[src/hw/cam_bist_pkg.sv]
`default_nettype none

package cam_bist_pkg;

  // ========================================
  // Sequencer states
  // ========================================
  typedef enum logic [2:0] {
    IDLE,
    WRITE,
    READ,
    SEARCH_HIT,
    SEARCH_MISS,
    DRAIN,
    DONE
  } bist_state_t;

  // ========================================
  // Expected match vector select
  // ========================================
  // Decoded in the output handler, issued by the sequencer
  typedef enum logic [1:0] {
    ALL_MATCH       = 2'b00,
    SINGLE_MATCH    = 2'b01,
    SINGLE_MISMATCH = 2'b10,
    ALL_MISMATCH    = 2'b11
  } match_sel_t;

  // ========================================
  // APB register map, byte offsets
  // ========================================
  localparam logic [7:0] REG_CTRL      = 8'h00;
  localparam logic [7:0] REG_BG        = 8'h04;
  localparam logic [7:0] REG_MASK      = 8'h08;
  // Read only from here on
  localparam logic [7:0] REG_STATUS    = 8'h0C;
  localparam logic [7:0] REG_FAILCNT   = 8'h10;
  localparam logic [7:0] REG_FIRSTFAIL = 8'h14;

endpackage

`default_nettype wire

[src/hw/cam_array.sv]
`timescale 1ns/1ns
`default_nettype none

module cam_array #(
  parameter int ENTRIES = 16,
  parameter int DWIDTH  = 8,
  parameter int AWIDTH  = 4
) (
  input  logic               bist_clk,
  input  logic               wr_en,
  input  logic [AWIDTH-1:0]  wr_addr,
  input  logic [DWIDTH-1:0]  wr_data,
  input  logic               rd_en,
  input  logic [AWIDTH-1:0]  rd_addr,
  input  logic               srch_en,
  input  logic [DWIDTH-1:0]  srch_key,
  input  logic [DWIDTH-1:0]  search_mask,
  output logic [DWIDTH-1:0]  rd_data,
  output logic [ENTRIES-1:0] match_lines
);

  // Storage cells
  logic [DWIDTH-1:0] mem [ENTRIES];

  // First stage: captured request
  logic              rd_en_q;
  logic [AWIDTH-1:0] rd_addr_q;
  logic              srch_en_q;
  logic [DWIDTH-1:0] srch_key_q;

  // ========================================
  // Write port
  // ========================================
  always_ff @(posedge bist_clk) begin
    if (wr_en) begin
      mem[wr_addr] <= wr_data;
    end
  end

  // ========================================
  // Request stage
  // ========================================
  always_ff @(posedge bist_clk) begin
    rd_en_q    <= rd_en;
    rd_addr_q  <= rd_addr;
    srch_en_q  <= srch_en;
    srch_key_q <= srch_key;
  end

  // ========================================
  // Output stage
  // ========================================
  // Read word, held until the next read
  always_ff @(posedge bist_clk) begin
    if (rd_en_q) begin
      rd_data <= mem[rd_addr_q];
    end
  end

  // Masked compare against every entry
  // A set mask bit drops that key bit from the compare
  always_ff @(posedge bist_clk) begin
    if (srch_en_q) begin
      for (int e = 0; e < ENTRIES; e++) begin
        match_lines[e] <= ((mem[e] ^ srch_key_q) & ~search_mask) == '0;
      end
    end
  end

endmodule

`default_nettype wire

[src/hw/cam_bist_out_handler.sv]
`timescale 1ns/1ns
`default_nettype none

module cam_bist_out_handler #(
  parameter int ENTRIES = 16,
  parameter int DWIDTH  = 8,
  parameter int AWIDTH  = 4
) (
  input  logic                     bist_clk,
  input  logic                     cm_mode,
  input  cam_bist_pkg::match_sel_t match_sel,
  input  logic [AWIDTH-1:0]        bist_addr,
  input  logic [ENTRIES-1:0]       match_lines,
  input  logic [DWIDTH-1:0]        rd_data,
  output logic [DWIDTH-1:0]        check_data
);
  import cam_bist_pkg::*;

  logic [AWIDTH-1:0]  addr_q1;
  logic [AWIDTH-1:0]  addr_q2;
  logic [ENTRIES-1:0] onehot;
  logic [ENTRIES-1:0] expected;
  logic [ENTRIES-1:0] mismatch_vec;
  logic [DWIDTH-1:0]  compacted;

  // ========================================
  // Expected match vector
  // ========================================
  // Address follows the array's two-stage latency
  always_ff @(posedge bist_clk) begin
    addr_q1 <= bist_addr;
    addr_q2 <= addr_q1;
  end

  assign onehot = {{(ENTRIES-1){1'b0}}, 1'b1} << addr_q2;

  always_comb begin
    case (match_sel)
      ALL_MATCH:       expected = '1;
      SINGLE_MATCH:    expected = onehot;
      SINGLE_MISMATCH: expected = ~onehot;
      ALL_MISMATCH:    expected = '0;
      default:         expected = '0;
    endcase
  end

  // One bit per entry that disagrees
  assign mismatch_vec = expected ^ match_lines;

  // ========================================
  // Compactor
  // ========================================
  generate
    if (DWIDTH < ENTRIES) begin : g_fold
      // OR together entries that sit DWIDTH apart
      always_comb begin
        compacted = '0;
        for (int k = 0; k < ENTRIES; k++) begin
          compacted[k % DWIDTH] = compacted[k % DWIDTH] | mismatch_vec[k];
        end
      end
    end else if (DWIDTH == ENTRIES) begin : g_equal
      assign compacted = mismatch_vec;
    end else begin : g_pad
      // Upper bits never flag
      assign compacted = {{(DWIDTH-ENTRIES){1'b0}}, mismatch_vec};
    end
  endgenerate

  // Compare result replaces read data in CAM mode
  assign check_data = cm_mode ? compacted : rd_data;

  // Select code comes down the sequencer pipeline with the mode bit
  a_sel_known: assert property (@(posedge bist_clk) cm_mode |-> !$isunknown(match_sel));

endmodule

`default_nettype wire

[src/hw/cam_bist_sequencer.sv]
`timescale 1ns/1ns
`default_nettype none

module cam_bist_sequencer #(
  parameter int ENTRIES = 16,
  parameter int DWIDTH  = 8,
  parameter int AWIDTH  = 4
) (
  input  logic                      bist_clk,
  input  logic                      rst_n,
  input  logic                      start,
  input  logic [DWIDTH-AWIDTH-1:0]  bg_pattern,
  output logic                      busy,
  output logic                      done,
  output logic                      fail,
  output logic [AWIDTH+1:0]         fail_count,
  output logic [AWIDTH-1:0]         first_fail_addr,
  output logic                      wr_en,
  output logic [AWIDTH-1:0]         wr_addr,
  output logic [DWIDTH-1:0]         wr_data,
  output logic                      rd_en,
  output logic [AWIDTH-1:0]         rd_addr,
  output logic                      srch_en,
  output logic [DWIDTH-1:0]         srch_key,
  output logic                      cm_mode,
  output cam_bist_pkg::match_sel_t  match_sel,
  output logic [AWIDTH-1:0]         bist_addr,
  input  logic [DWIDTH-1:0]         check_data
);
  import cam_bist_pkg::*;

  localparam logic [AWIDTH-1:0] LAST_ADDR = AWIDTH'(ENTRIES - 1);
  localparam logic [DWIDTH-1:0] TOP_BIT   = {1'b1, {(DWIDTH-1){1'b0}}};

  bist_state_t       state;
  logic [AWIDTH-1:0] addr;
  logic [AWIDTH-1:0] addr_next;
  logic              addr_last;
  logic [DWIDTH-1:0] pattern;
  match_sel_t        issue_sel;

  // Expectation pipeline, two stages
  logic              v_q1;
  logic              v_q2;
  logic              mode_q1;
  logic              mode_q2;
  match_sel_t        sel_q1;
  match_sel_t        sel_q2;
  logic [DWIDTH-1:0] exp_q1;
  logic [DWIDTH-1:0] exp_q2;
  logic [AWIDTH-1:0] addr_q1;
  logic [AWIDTH-1:0] addr_q2;
  logic              chk_err;

  // ========================================
  // March FSM
  // ========================================
  assign addr_last = (addr == LAST_ADDR);
  assign addr_next = addr_last ? '0 : addr + 1'b1;

  always_ff @(posedge bist_clk) begin
    if (!rst_n) begin
      state <= IDLE;
      addr  <= '0;
    end else begin
      case (state)
        // Start only accepted when idle or finished
        IDLE, DONE: begin
          if (start) begin
            state <= WRITE;
            addr  <= '0;
          end
        end
        WRITE: begin
          addr <= addr_next;
          if (addr_last) state <= READ;
        end
        READ: begin
          addr <= addr_next;
          if (addr_last) state <= SEARCH_HIT;
        end
        SEARCH_HIT: begin
          addr <= addr_next;
          if (addr_last) state <= SEARCH_MISS;
        end
        SEARCH_MISS: begin
          addr <= addr_next;
          if (addr_last) state <= DRAIN;
        end
        // Two cycles for the last search to come back
        DRAIN: begin
          addr <= addr + 1'b1;
          if (addr == AWIDTH'(1)) begin
            state <= DONE;
            addr  <= '0;
          end
        end
        default: state <= IDLE;
      endcase
    end
  end

  assign busy = (state != IDLE) && (state != DONE);
  assign done = (state == DONE);

  // ========================================
  // Array controls and patterns
  // ========================================
  // Background on top, entry index below
  assign pattern = {bg_pattern, addr};

  assign wr_en     = (state == WRITE);
  assign wr_addr   = addr;
  assign wr_data   = pattern;
  assign rd_en     = (state == READ);
  assign rd_addr   = addr;
  assign bist_addr = addr;
  assign srch_en   = (state == SEARCH_HIT) || (state == SEARCH_MISS);
  // Miss key flips the top background bit
  assign srch_key  = (state == SEARCH_MISS) ? (pattern ^ TOP_BIT) : pattern;
  assign issue_sel = (state == SEARCH_MISS) ? ALL_MISMATCH : SINGLE_MATCH;

  // ========================================
  // Expectation pipeline
  // ========================================
  always_ff @(posedge bist_clk) begin
    if (!rst_n) begin
      v_q1    <= 1'b0;
      v_q2    <= 1'b0;
      mode_q1 <= 1'b0;
      mode_q2 <= 1'b0;
      sel_q1  <= SINGLE_MATCH;
      sel_q2  <= SINGLE_MATCH;
    end else begin
      v_q1    <= rd_en || srch_en;
      v_q2    <= v_q1;
      mode_q1 <= srch_en;
      mode_q2 <= mode_q1;
      sel_q1  <= issue_sel;
      sel_q2  <= sel_q1;
    end
  end

  // Expected word and address travel alongside
  always_ff @(posedge bist_clk) begin
    exp_q1  <= pattern;
    exp_q2  <= exp_q1;
    addr_q1 <= addr;
    addr_q2 <= addr_q1;
  end

  // Out handler sees these in step with the array outputs
  assign cm_mode   = mode_q2;
  assign match_sel = sel_q2;

  // ========================================
  // Checker
  // ========================================
  // CAM mode wants no flagged bits, read mode wants the written word
  assign chk_err = v_q2 && (mode_q2 ? (check_data != '0) : (check_data != exp_q2));

  always_ff @(posedge bist_clk) begin
    if (!rst_n) begin
      fail            <= 1'b0;
      fail_count      <= '0;
      first_fail_addr <= '0;
    end else if (start && !busy) begin
      fail       <= 1'b0;
      fail_count <= '0;
    end else if (chk_err) begin
      fail <= 1'b1;
      // First failure of the run
      if (fail_count == '0) first_fail_addr <= addr_q2;
      // Saturate
      if (~&fail_count) fail_count <= fail_count + 1'b1;
    end
  end

  a_one_op: assert property (@(posedge bist_clk) disable iff (!rst_n)
    $onehot0({wr_en, rd_en, srch_en}));

endmodule

`default_nettype wire

[src/hw/cam_bist_regs.sv]
`timescale 1ns/1ns
`default_nettype none

module cam_bist_regs #(
  parameter int ENTRIES = 16,
  parameter int DWIDTH  = 8,
  parameter int AWIDTH  = 4
) (
  input  logic                     bist_clk,
  input  logic                     rst_n,
  input  logic                     psel,
  input  logic                     penable,
  input  logic                     pwrite,
  input  logic [7:0]               paddr,
  input  logic [31:0]              pwdata,
  output logic [31:0]              prdata,
  output logic                     pready,
  output logic                     pslverr,
  output logic                     start,
  output logic [DWIDTH-AWIDTH-1:0] bg_pattern,
  output logic [DWIDTH-1:0]        search_mask,
  input  logic                     busy,
  input  logic                     done,
  input  logic                     fail,
  input  logic [AWIDTH+1:0]        fail_count,
  input  logic [AWIDTH-1:0]        first_fail_addr
);
  import cam_bist_pkg::*;

  logic        access;
  logic        wr_acc;
  logic        addr_hit;
  logic [31:0] rdata;

  // ========================================
  // APB decode
  // ========================================
  assign access = psel && penable;
  assign wr_acc = access && pwrite;
  // No wait states
  assign pready = 1'b1;

  always_comb begin
    addr_hit = 1'b1;
    rdata    = '0;
    case (paddr)
      // Start is write-only and reads zero
      REG_CTRL:      rdata = '0;
      REG_BG:        rdata[DWIDTH-AWIDTH-1:0] = bg_pattern;
      REG_MASK:      rdata[DWIDTH-1:0] = search_mask;
      REG_STATUS:    rdata[2:0] = {fail, done, busy};
      REG_FAILCNT:   rdata[AWIDTH+1:0] = fail_count;
      REG_FIRSTFAIL: rdata[AWIDTH-1:0] = first_fail_addr;
      default:       addr_hit = 1'b0;
    endcase
  end

  assign prdata  = (access && !pwrite) ? rdata : '0;
  assign pslverr = access && !addr_hit;

  // ========================================
  // Configuration and start
  // ========================================
  always_ff @(posedge bist_clk) begin
    if (!rst_n) begin
      start       <= 1'b0;
      bg_pattern  <= '0;
      search_mask <= '0;
    end else begin
      // One-cycle pulse per write of bit0
      start <= wr_acc && (paddr == REG_CTRL) && pwdata[0];
      // Setup frozen during a run
      if (wr_acc && !busy && (paddr == REG_BG)) begin
        bg_pattern <= pwdata[DWIDTH-AWIDTH-1:0];
      end
      if (wr_acc && !busy && (paddr == REG_MASK)) begin
        search_mask <= pwdata[DWIDTH-1:0];
      end
    end
  end

  // Error response only after a proper setup phase
  a_slverr_phase: assert property (@(posedge bist_clk) disable iff (!rst_n)
    pslverr |-> (psel && penable && $past(psel)));

endmodule

`default_nettype wire

[src/hw/cam_bist_top.sv]
`timescale 1ns/1ns
`default_nettype none

module cam_bist_top #(
  parameter int ENTRIES = 16,
  parameter int DWIDTH  = 8,
  parameter int AWIDTH  = 4
) (
  input  logic        bist_clk,
  input  logic        rst_n,
  input  logic        psel,
  input  logic        penable,
  input  logic        pwrite,
  input  logic [7:0]  paddr,
  input  logic [31:0] pwdata,
  output logic [31:0] prdata,
  output logic        pready,
  output logic        pslverr,
  output logic        bist_busy,
  output logic        bist_done,
  output logic        bist_fail
);
  import cam_bist_pkg::*;

  // Regs to sequencer
  logic                     start;
  logic [DWIDTH-AWIDTH-1:0] bg_pattern;
  logic [DWIDTH-1:0]        search_mask;
  logic [AWIDTH+1:0]        fail_count;
  logic [AWIDTH-1:0]        first_fail_addr;

  // Sequencer to array
  logic                     wr_en;
  logic [AWIDTH-1:0]        wr_addr;
  logic [DWIDTH-1:0]        wr_data;
  logic                     rd_en;
  logic [AWIDTH-1:0]        rd_addr;
  logic                     srch_en;
  logic [DWIDTH-1:0]        srch_key;

  // Array and output handler path
  logic [DWIDTH-1:0]        rd_data;
  logic [ENTRIES-1:0]       match_lines;
  logic                     cm_mode;
  match_sel_t               match_sel;
  logic [AWIDTH-1:0]        bist_addr;
  logic [DWIDTH-1:0]        check_data;

  // ========================================
  // APB register block
  // ========================================
  cam_bist_regs #(
    .ENTRIES (ENTRIES),
    .DWIDTH  (DWIDTH),
    .AWIDTH  (AWIDTH)
  ) u_regs (
    .bist_clk        (bist_clk),
    .rst_n           (rst_n),
    .psel            (psel),
    .penable         (penable),
    .pwrite          (pwrite),
    .paddr           (paddr),
    .pwdata          (pwdata),
    .prdata          (prdata),
    .pready          (pready),
    .pslverr         (pslverr),
    .start           (start),
    .bg_pattern      (bg_pattern),
    .search_mask     (search_mask),
    .busy            (bist_busy),
    .done            (bist_done),
    .fail            (bist_fail),
    .fail_count      (fail_count),
    .first_fail_addr (first_fail_addr)
  );

  // ========================================
  // March sequencer
  // ========================================
  cam_bist_sequencer #(
    .ENTRIES (ENTRIES),
    .DWIDTH  (DWIDTH),
    .AWIDTH  (AWIDTH)
  ) u_seq (
    .bist_clk        (bist_clk),
    .rst_n           (rst_n),
    .start           (start),
    .bg_pattern      (bg_pattern),
    .busy            (bist_busy),
    .done            (bist_done),
    .fail            (bist_fail),
    .fail_count      (fail_count),
    .first_fail_addr (first_fail_addr),
    .wr_en           (wr_en),
    .wr_addr         (wr_addr),
    .wr_data         (wr_data),
    .rd_en           (rd_en),
    .rd_addr         (rd_addr),
    .srch_en         (srch_en),
    .srch_key        (srch_key),
    .cm_mode         (cm_mode),
    .match_sel       (match_sel),
    .bist_addr       (bist_addr),
    .check_data      (check_data)
  );

  // ========================================
  // CAM and compare path
  // ========================================
  cam_array #(
    .ENTRIES (ENTRIES),
    .DWIDTH  (DWIDTH),
    .AWIDTH  (AWIDTH)
  ) u_array (
    .bist_clk    (bist_clk),
    .wr_en       (wr_en),
    .wr_addr     (wr_addr),
    .wr_data     (wr_data),
    .rd_en       (rd_en),
    .rd_addr     (rd_addr),
    .srch_en     (srch_en),
    .srch_key    (srch_key),
    .search_mask (search_mask),
    .rd_data     (rd_data),
    .match_lines (match_lines)
  );

  cam_bist_out_handler #(
    .ENTRIES (ENTRIES),
    .DWIDTH  (DWIDTH),
    .AWIDTH  (AWIDTH)
  ) u_out (
    .bist_clk    (bist_clk),
    .cm_mode     (cm_mode),
    .match_sel   (match_sel),
    .bist_addr   (bist_addr),
    .match_lines (match_lines),
    .rd_data     (rd_data),
    .check_data  (check_data)
  );

endmodule

`default_nettype wire

[config.mk]
export PLATFORM = sky130hd
export DESIGN_NAME = cam_bist_top
export DESIGN_NICKNAME = d
export VERILOG_FILES = /design/src/hw/cam_bist_pkg.sv /design/src/hw/cam_array.sv /design/src/hw/cam_bist_out_handler.sv /design/src/hw/cam_bist_sequencer.sv /design/src/hw/cam_bist_regs.sv /design/src/hw/cam_bist_top.sv
export SDC_FILE = /design/constraint.sdc
export NUM_CORES = 1
export LEC_CHECK = 0
export BUFFER_PORTS_ARGS = -buffer_cell sky130_fd_sc_hd__buf_2
export CAP_MARGIN = 20
export CORE_ASPECT_RATIO = 0.5
export CORE_MARGIN = 1
export CORE_UTILIZATION = 65
export CTS_CLUSTER_SIZE = 14
export DETAILED_ROUTE_END_ITERATION = 7
export HOLD_SLACK_MARGIN = 0.12
export PLACE_DENSITY = 0.94
export SYNTH_ARGS = -nofsm -noshare
export SYNTH_HDL_FRONTEND = slang
export SYNTH_SLANG_ARGS = --single-unit
[constraint.sdc]
create_clock -name bist_clk -period 7.6 [get_ports bist_clk]
set_clock_uncertainty 0.15 [all_clocks]
set_input_delay 0.38 -clock bist_clk [delete_from_list [all_inputs] [get_ports bist_clk]]
set_output_delay 0.38 -clock bist_clk [all_outputs]
set_load 0.005 [all_outputs]
### After elaboration in Yosys (flattened, before gate mapping)

Memory sizes are Yosys's and may differ from the RTL's. A register that Yosys moved wholly into a read port is not among the register bits.
Index checks and enable logic that the tools add are counted.

| word-level totals | value |
|---|---|
| bits in registers | 89 |
| bits in writable memories | 128 |
| logic and storage cells | 170 |
| memories kept | 1 |

| cells by class | value |
|---|---|
| $add $sub $neg | 2 |
| equality and inequality tests | 24 |
| shift operators | 1 |
| muxes and demuxes | 24 |
| bitwise operators | 47 |
| reductions and logical operators | 49 |

Memory list:

| memory | depth | bits a word | rd ports | clocked after Yosys merged registers in | write ports | line | text |
|---|---|---|---|---|---|---|---|
| u_array.mem | 16 | 8 | 17 | 1 | 1 | cam_array.sv:23 | `logic [DWIDTH-1:0] mem [ENTRIES];` |

Operators by type and width:

| kind | count |
|---|---|
| 8-bit logical NOT | 17 |
| 8-bit AND | 16 |
| 8-bit bitwise XOR | 16 |
| 16-bit one-hot mux with 4 select lines | 1 |
| 8-bit 2-to-1 mux | 3 |
| 3-bit 2-to-1 mux | 6 |
| 3-bit one-hot mux with 6 select lines | 1 |
| 8-bit by 4-bit == test with 1-bit output (second input constant) | 2 |
| 8-bit by 5-bit == test with 1-bit output (second input constant) | 2 |
| 16-bit NOT | 1 |
| 1-bit by 4-bit left shift with 16-bit output (first input constant) | 1 |
| 16-bit bitwise XOR | 1 |
| 3-bit one-hot mux with 5 select lines | 1 |
| 1-bit logical AND | 12 |
| 4-bit 2-to-1 mux | 3 |
| 4-bit one-hot mux with 3 select lines | 1 |
| 6-bit AND reduction | 2 |
| 3-bit == test (second input constant) | 3 |
| 8-bit by 3-bit == test with 1-bit output (second input constant) | 1 |
| 8-bit inequality test | 1 |
| 8-bit NOT | 1 |
| 1-bit bitwise OR | 8 |
| 8-bit nonzero test | 1 |
| 6-bit by 1-bit adder with 6-bit output (second input constant) | 1 |
| 26 further kinds | 45 |

### Depth between registers and ports, before layout

| depth | value |
|---|---|
| depth in word-level cells | 10 |
| depth in mapped cells | 9 |
| mapped depth without buffers | 8 |

### Hierarchy

From an unflattened synthesis, not the netlist that was laid out.

| second synthesis, totals | value |
|---|---|
| cells, all modules | 899 |
| area, all modules | 11436.0 µm² |

By module, submodules not included:

| module | times used | cells an instance | area each (µm²) |
|---|---|---|---|
| cam_array | 1 | 499 | 7767.4 |
| cam_bist_sequencer | 1 | 195 | 1813.0 |
| cam_bist_regs | 1 | 125 | 1014.7 |
| cam_bist_out_handler | 1 | 80 | 840.8 |

### Worst setup path before layout

No wires, ideal clock.

| path | value |
|---|---|
| kind | reg-to-reg |
| start point | reg u_array.rd_addr_q[0] |
| end point | reg u_array.rd_data[4] (read register of u_array.mem), data pin |
| arrival time | 2.085 ns |
| required time | 7.178 ns |
| setup slack | 5.093 ns |
| cell stages (with the launch flop) | 5 |
| buffers on the path | 2 |
| clock period less this slack | 2.507 ns |
| cell sequence | dfxtp_1 buf_2 clkbuf_1 mux4_2 mux4_2 |

RTL lines:

| element | line | text |
|---|---|---|
| start: declaration | cam_array.sv:27 | `logic [AWIDTH-1:0] rd_addr_q;` |
| start signal: assignment | cam_array.sv:45 | `rd_addr_q <= rd_addr;` |
| end: declaration | cam_array.sv:18 | `output logic [DWIDTH-1:0] rd_data,` |

### Worst setup path in the final report

| path | value |
|---|---|
| start point | reg u_seq.state[2] |
| end point | reg u_regs.bg_pattern[1] |

| on the way | value |
|---|---|
| word-level cells in the longest chain between the ends | 5 |
| elaborated cells on any way between the ends | 6 |
| classes of those cells | eq/ne (1); reduce/logical (5) |

RTL lines:

| element | line | text |
|---|---|---|
| start: declaration | cam_bist_sequencer.sv:35 | `bist_state_t state;` |
| start signal: assignment | cam_bist_sequencer.sv:63 | `state <= IDLE;` |
| start signal: assignment | cam_bist_sequencer.sv:70 | `state <= WRITE;` |
| start signal: assignment | cam_bist_sequencer.sv:76 | `if (addr_last) state <= READ;` |
| 3-bit inequality test / 3-bit nonzero test (equally long branches) | cam_bist_sequencer.sv:103 | `assign busy = (state != IDLE) && (state != DONE);` |
| 1-bit logical AND * | cam_bist_sequencer.sv:103 |  |
| 1-bit logical NOT * | cam_bist_regs.sv:73 | `if (wr_acc && !busy && (paddr == REG_BG)) begin` |
| 1-bit logical AND * (2 in series) | cam_bist_regs.sv:73 |  |
| end signal: assignment | cam_bist_regs.sv:74 | `bg_pattern <= pwdata[DWIDTH-AWIDTH-1:0];` |
| end: declaration | cam_bist_regs.sv:20 | `output logic [DWIDTH-AWIDTH-1:0] bg_pattern,` |

Mark *: on every way between the ends. The rest lies on a longest branch, timed or not.
A chain may end at the register's enable or synchronous reset.

==> flow_summary_export.csv <==
group,metric,value,unit
drt,num_vias,8046,
cells_and_area,drive_gt1_share,14.2,%
setup_path,crit_arrival,3.50,ns
logic_synthesis,ys_ff_latch,208,
drt,wl_per_cell,29.3,um
cells_and_area,final_area,11200,um2
sta,fin_crit_sh,43.4,%
sta,setup-violations-final,0,
clock_tree,cts_inserted_buffers,19,
cells_and_area,area_growth,8.02,%
logic_synthesis,synth_simple_gate_area_share,10.1,%
sta,fin_setup_tns,0,ns
logic_synthesis,syn_inst,830,
setup_path,worst_r2r_path_depth,7,
power_and_ir_drop,vdd_drop_max,146,uV
run_status,outcome,"complete, but fails checks",
place,dpl_cell_area,10500,um2
place,gp_congestion,0.934,
logic_synthesis,synth_edf_count,152,
logic_synthesis,synth_mux_area_share,10.1,%
setup_path,critPathCaptureType,"flop",
drt,totalWireLength,31.2,mm
drt,via_per_inst,7.55,
global_routing,grt_max_degree,50,
sta,worst_pin_slew,1.16,ns
logic_synthesis,synthXorXnorAreaFrac,11.5,%
cells_and_area,nets,897,
clock_tree,clkTransAtPathRegs,0.07,ns
logic_synthesis,synth_flop_cell,"edfxtp_1",
run,max-cap-violations,0,
drt,drcViolationCount,37,
run_status,failed_checks,"DRC",
floorplan,start_util,67.1,%
setup_path,r2r_end,"u_regs.bg_pattern[1]$_SDFFE_PN0P_",
power_and_ir_drop,pwr_density_cell,250,nW/um2
global_routing,antenna_found_initial,4,
floorplan,die_h,91.4,um
logic_synthesis,postSynthAreaPerCell,12.5,um2
sta,finalHoldViolations,0,
setup_path,reg2reg_from,"u_seq.state[2]$_SDFFE_PN0P_",
clock_tree,clock_sinks,208,
setup_path,path_max_fanout,10,
place,dpl.hpwl,17.9,mm
logic_synthesis,synth.area.top_cells,"edfxtp_1, xnor2_1, dfxtp_1",
setup_path,startpoint,"u_seq.state[2]$_SDFFE_PN0P_",
setup_path,crit_path_start_kind,"flop",
setup_path,regToRegSetupSlack,4.30,ns
logic_synthesis,synth_top_area_share,43.9,%
clock_tree,root_buffer,"clkbuf_16",
global_routing,grtUsageTotal,38.7,%
floorplan,io_pins,82,
setup_path,endpoint,"u_regs.bg_pattern[1]$_SDFFE_PN0P_",
global_routing,grt_overflow_total,0,
setup_path,criticalPathCategory,"reg2reg",
logic_synthesis,synth_cell_types,62,
clock_tree,clock_latency,0.52,ns
worst_hold_path,hp-start,"u_seq.exp_q1[7]$_DFF_P_",
logic_synthesis,synthAdderAreaFrac,0.722,%
clock_tree,clk_path_buf_depth,3,
logic_synthesis,synth_area,10400,um2
clock_tree,cts.htree.levels,1,
logic_synthesis,synth_top_family_by_area,"XOR/XNOR gates",
logic_synthesis,synth-compound-area-share,8.44,%
setup_path,crit_required,7.80,ns
global_routing,grt_pass1_vias,7536,
floorplan,coreArea,15500,um2
place,portBuffers,32,
logic_synthesis,yosys.area.top_type,"edfxtp_1",
floorplan,die_w,181,um
drt,antenna_left,0,
cells_and_area,nFillCells,788,
drt,drt_iter0_markers,1386,
logic_synthesis,async_flop_share,0,%
clock_tree,cts.repair.resized,0,
sta,clock.fmax,0.303,GHz
sta,hold_slack,0.182,ns
sta,rsz0062_at_grt,"no",
clock_tree,tritoncts,"built",
power_and_ir_drop,leakage,3.43,nW
worst_hold_path,hold_path.class,"reg2reg",
logic_synthesis,yosysSeqAreaShare,54.7,%
sta,final_max_slew_viol_count,0,
logic_synthesis,yosys_warnings,0,
sta,slew-limit-headroom,22.4,%
sta,period_minus_slack,3.30,ns
floorplan,rows,32,
floorplan,die_area,16500,um2
global_routing,grt_pass1_wl,46.5,mm
drt,drt-pass1-iter-count,8,
[where the power goes]
part	internal, W	switching [W]	total, W
Clock	0.000489	0.000425	0.000914
Sequential	0.00128	0.0000777	0.00136
Combinational	0.000228	0.000302	0.000530
Total	0.00200	0.000805	0.00280
[worst max-delay path, cell delays in order, from the launching register on]
cell and delay (ns):
dfxtp_1 0.59, nor2b_1 0.18, nor3_1 0.53, inv_1 0.28, nor2_1 0.56, nand3_1 0.38
mux2i_1 0.35, nor2_1 0.11
[cells in the mapped netlist, types with 3 or more instances]
master      n
edfxtp_1  152
xnor2_1   131
o22ai_1    67
dfxtp_1    56
nor2_1     48
nand2_1    45
mux4_2     40
clkbuf_1   37
buf_4      26
a21oi_1    22
nand3_1    21
nor4_1     17
buf_1      11
nor3_1     11
inv_1      10
and3_1      8
mux2i_1     8
nor2b_1     8
buf_2       6
ha_1        6
o21ai_0     6
a211oi_1    5
and2_1      5
mux2_2      5
nand2b_1    5
nand3b_1    5
xor2_1      5
a22o_1      4
a22oi_1     4
nand4_1     4
nor4b_1     4
or3b_2      4
a31oi_1     3
nor3b_1     3
o21ai_1     3
o31ai_1     3
[per-stage QoR]
stage / std cells / util (%) / power, W / worst slack, ns
2_1_floorplan: 853 / - / 0.00173 / 5.09
3_3_place_gp: 1015 / 68.0 / 0.00182 / 4.81
3_5_place_dp: 1016 / 68.0 / 0.00185 / 4.72
4_1_cts: 1061 / 72.4 / 0.00275 / 4.67
5_1_grt: 1064 / 72.5 / 0.00285 / 4.49
6_report: 1065 / 72.5 / 0.00280 / 4.30
[metal layers]
metal,vias up,wire length (um),GRT usage (%)
met5,-,13,1.54
met4,2,2650,21.6
met3,318,5700,18.1
met2,927,13100,57.2
met1,3707,9750,46.8
li1,3092,-,-
[worst min path at each step]
stage,cells past startpoint,to
finish,0,u_seq.exp_q2[7]$_DFF_P_
global route,0,u_seq.exp_q2[7]$_DFF_P_
CTS,0,u_seq.exp_q2[7]$_DFF_P_
global placement,0,u_seq.exp_q2[7]$_DFF_P_
floorplan,0,u_seq.exp_q2[7]$_DFF_P_
detailed placement,0,u_seq.exp_q2[7]$_DFF_P_
[what timing repair did]
item	in CTS	in global routing
endpoints found under the hold margin	14	0
hold buffers	11	0
buffers inserted	0	0
[state kept, by name (all words and copies together), names as in the netlist, 3 cells and up]
| register | count |
|---|---|
| u_array.mem | 128 |
| u_array.match_lines | 16 |
| u_array.rd_data | 8 |
| u_regs.search_mask | 8 |
| u_seq.exp_q2 | 8 |
| u_seq.fail_count | 6 |
| u_array.srch_key_q | 5 |
| u_regs.bg_pattern | 4 |
| u_seq.bist_addr | 4 |
| u_seq.first_fail_addr | 4 |
| u_array.rd_addr_q | 3 |
| u_seq.state | 3 |
[cell families after synthesis]
kind of cell	count (synthesis)
flip-flops	208
AND/OR/NAND/NOR	200
XOR/XNOR	136
AO/OA/AOI/OAI	133
buffers and inverters	91
multiplexers	54
adder cells (fa/ha/maj)	6
other	2
[area by class of cell]
class                           count  area, um2  area share (%)
Inverter                           10       37.5           0.334
Clock inverter                      3       20.0           0.178
Clock buffer                       31        541            4.81
Timing Repair Buffer               53        340            3.03
Tap cell                          204        255            2.27
Multi-Input combinational cell    554       4340            38.7
Sequential cell                   208       5690            50.7
Antenna cell                        2       5.00          0.0446
[cells in the final DEF, fill, tap and decap left out, types with 6 or more instances in the layout]
cell type,instances
mux2i_1,8
buf_2,33
mux4_2,40
inv_1,10
nand3_1,21
conb_1,25
buf_4,8
a21oi_1,22
nand2_1,45
clkbuf_1,10
nor4_1,17
o21ai_0,6
dfxtp_1,54
edfxtp_1,152
o22ai_1,67
clkbuf_16,19
dlygate4sd3_1,11
xnor2_1,131
nor2b_1,8
nor3_1,11
and3_1,8
ha_1,6
nor2_1,48
Note: power is estimated with default switching activity, not from simulation.
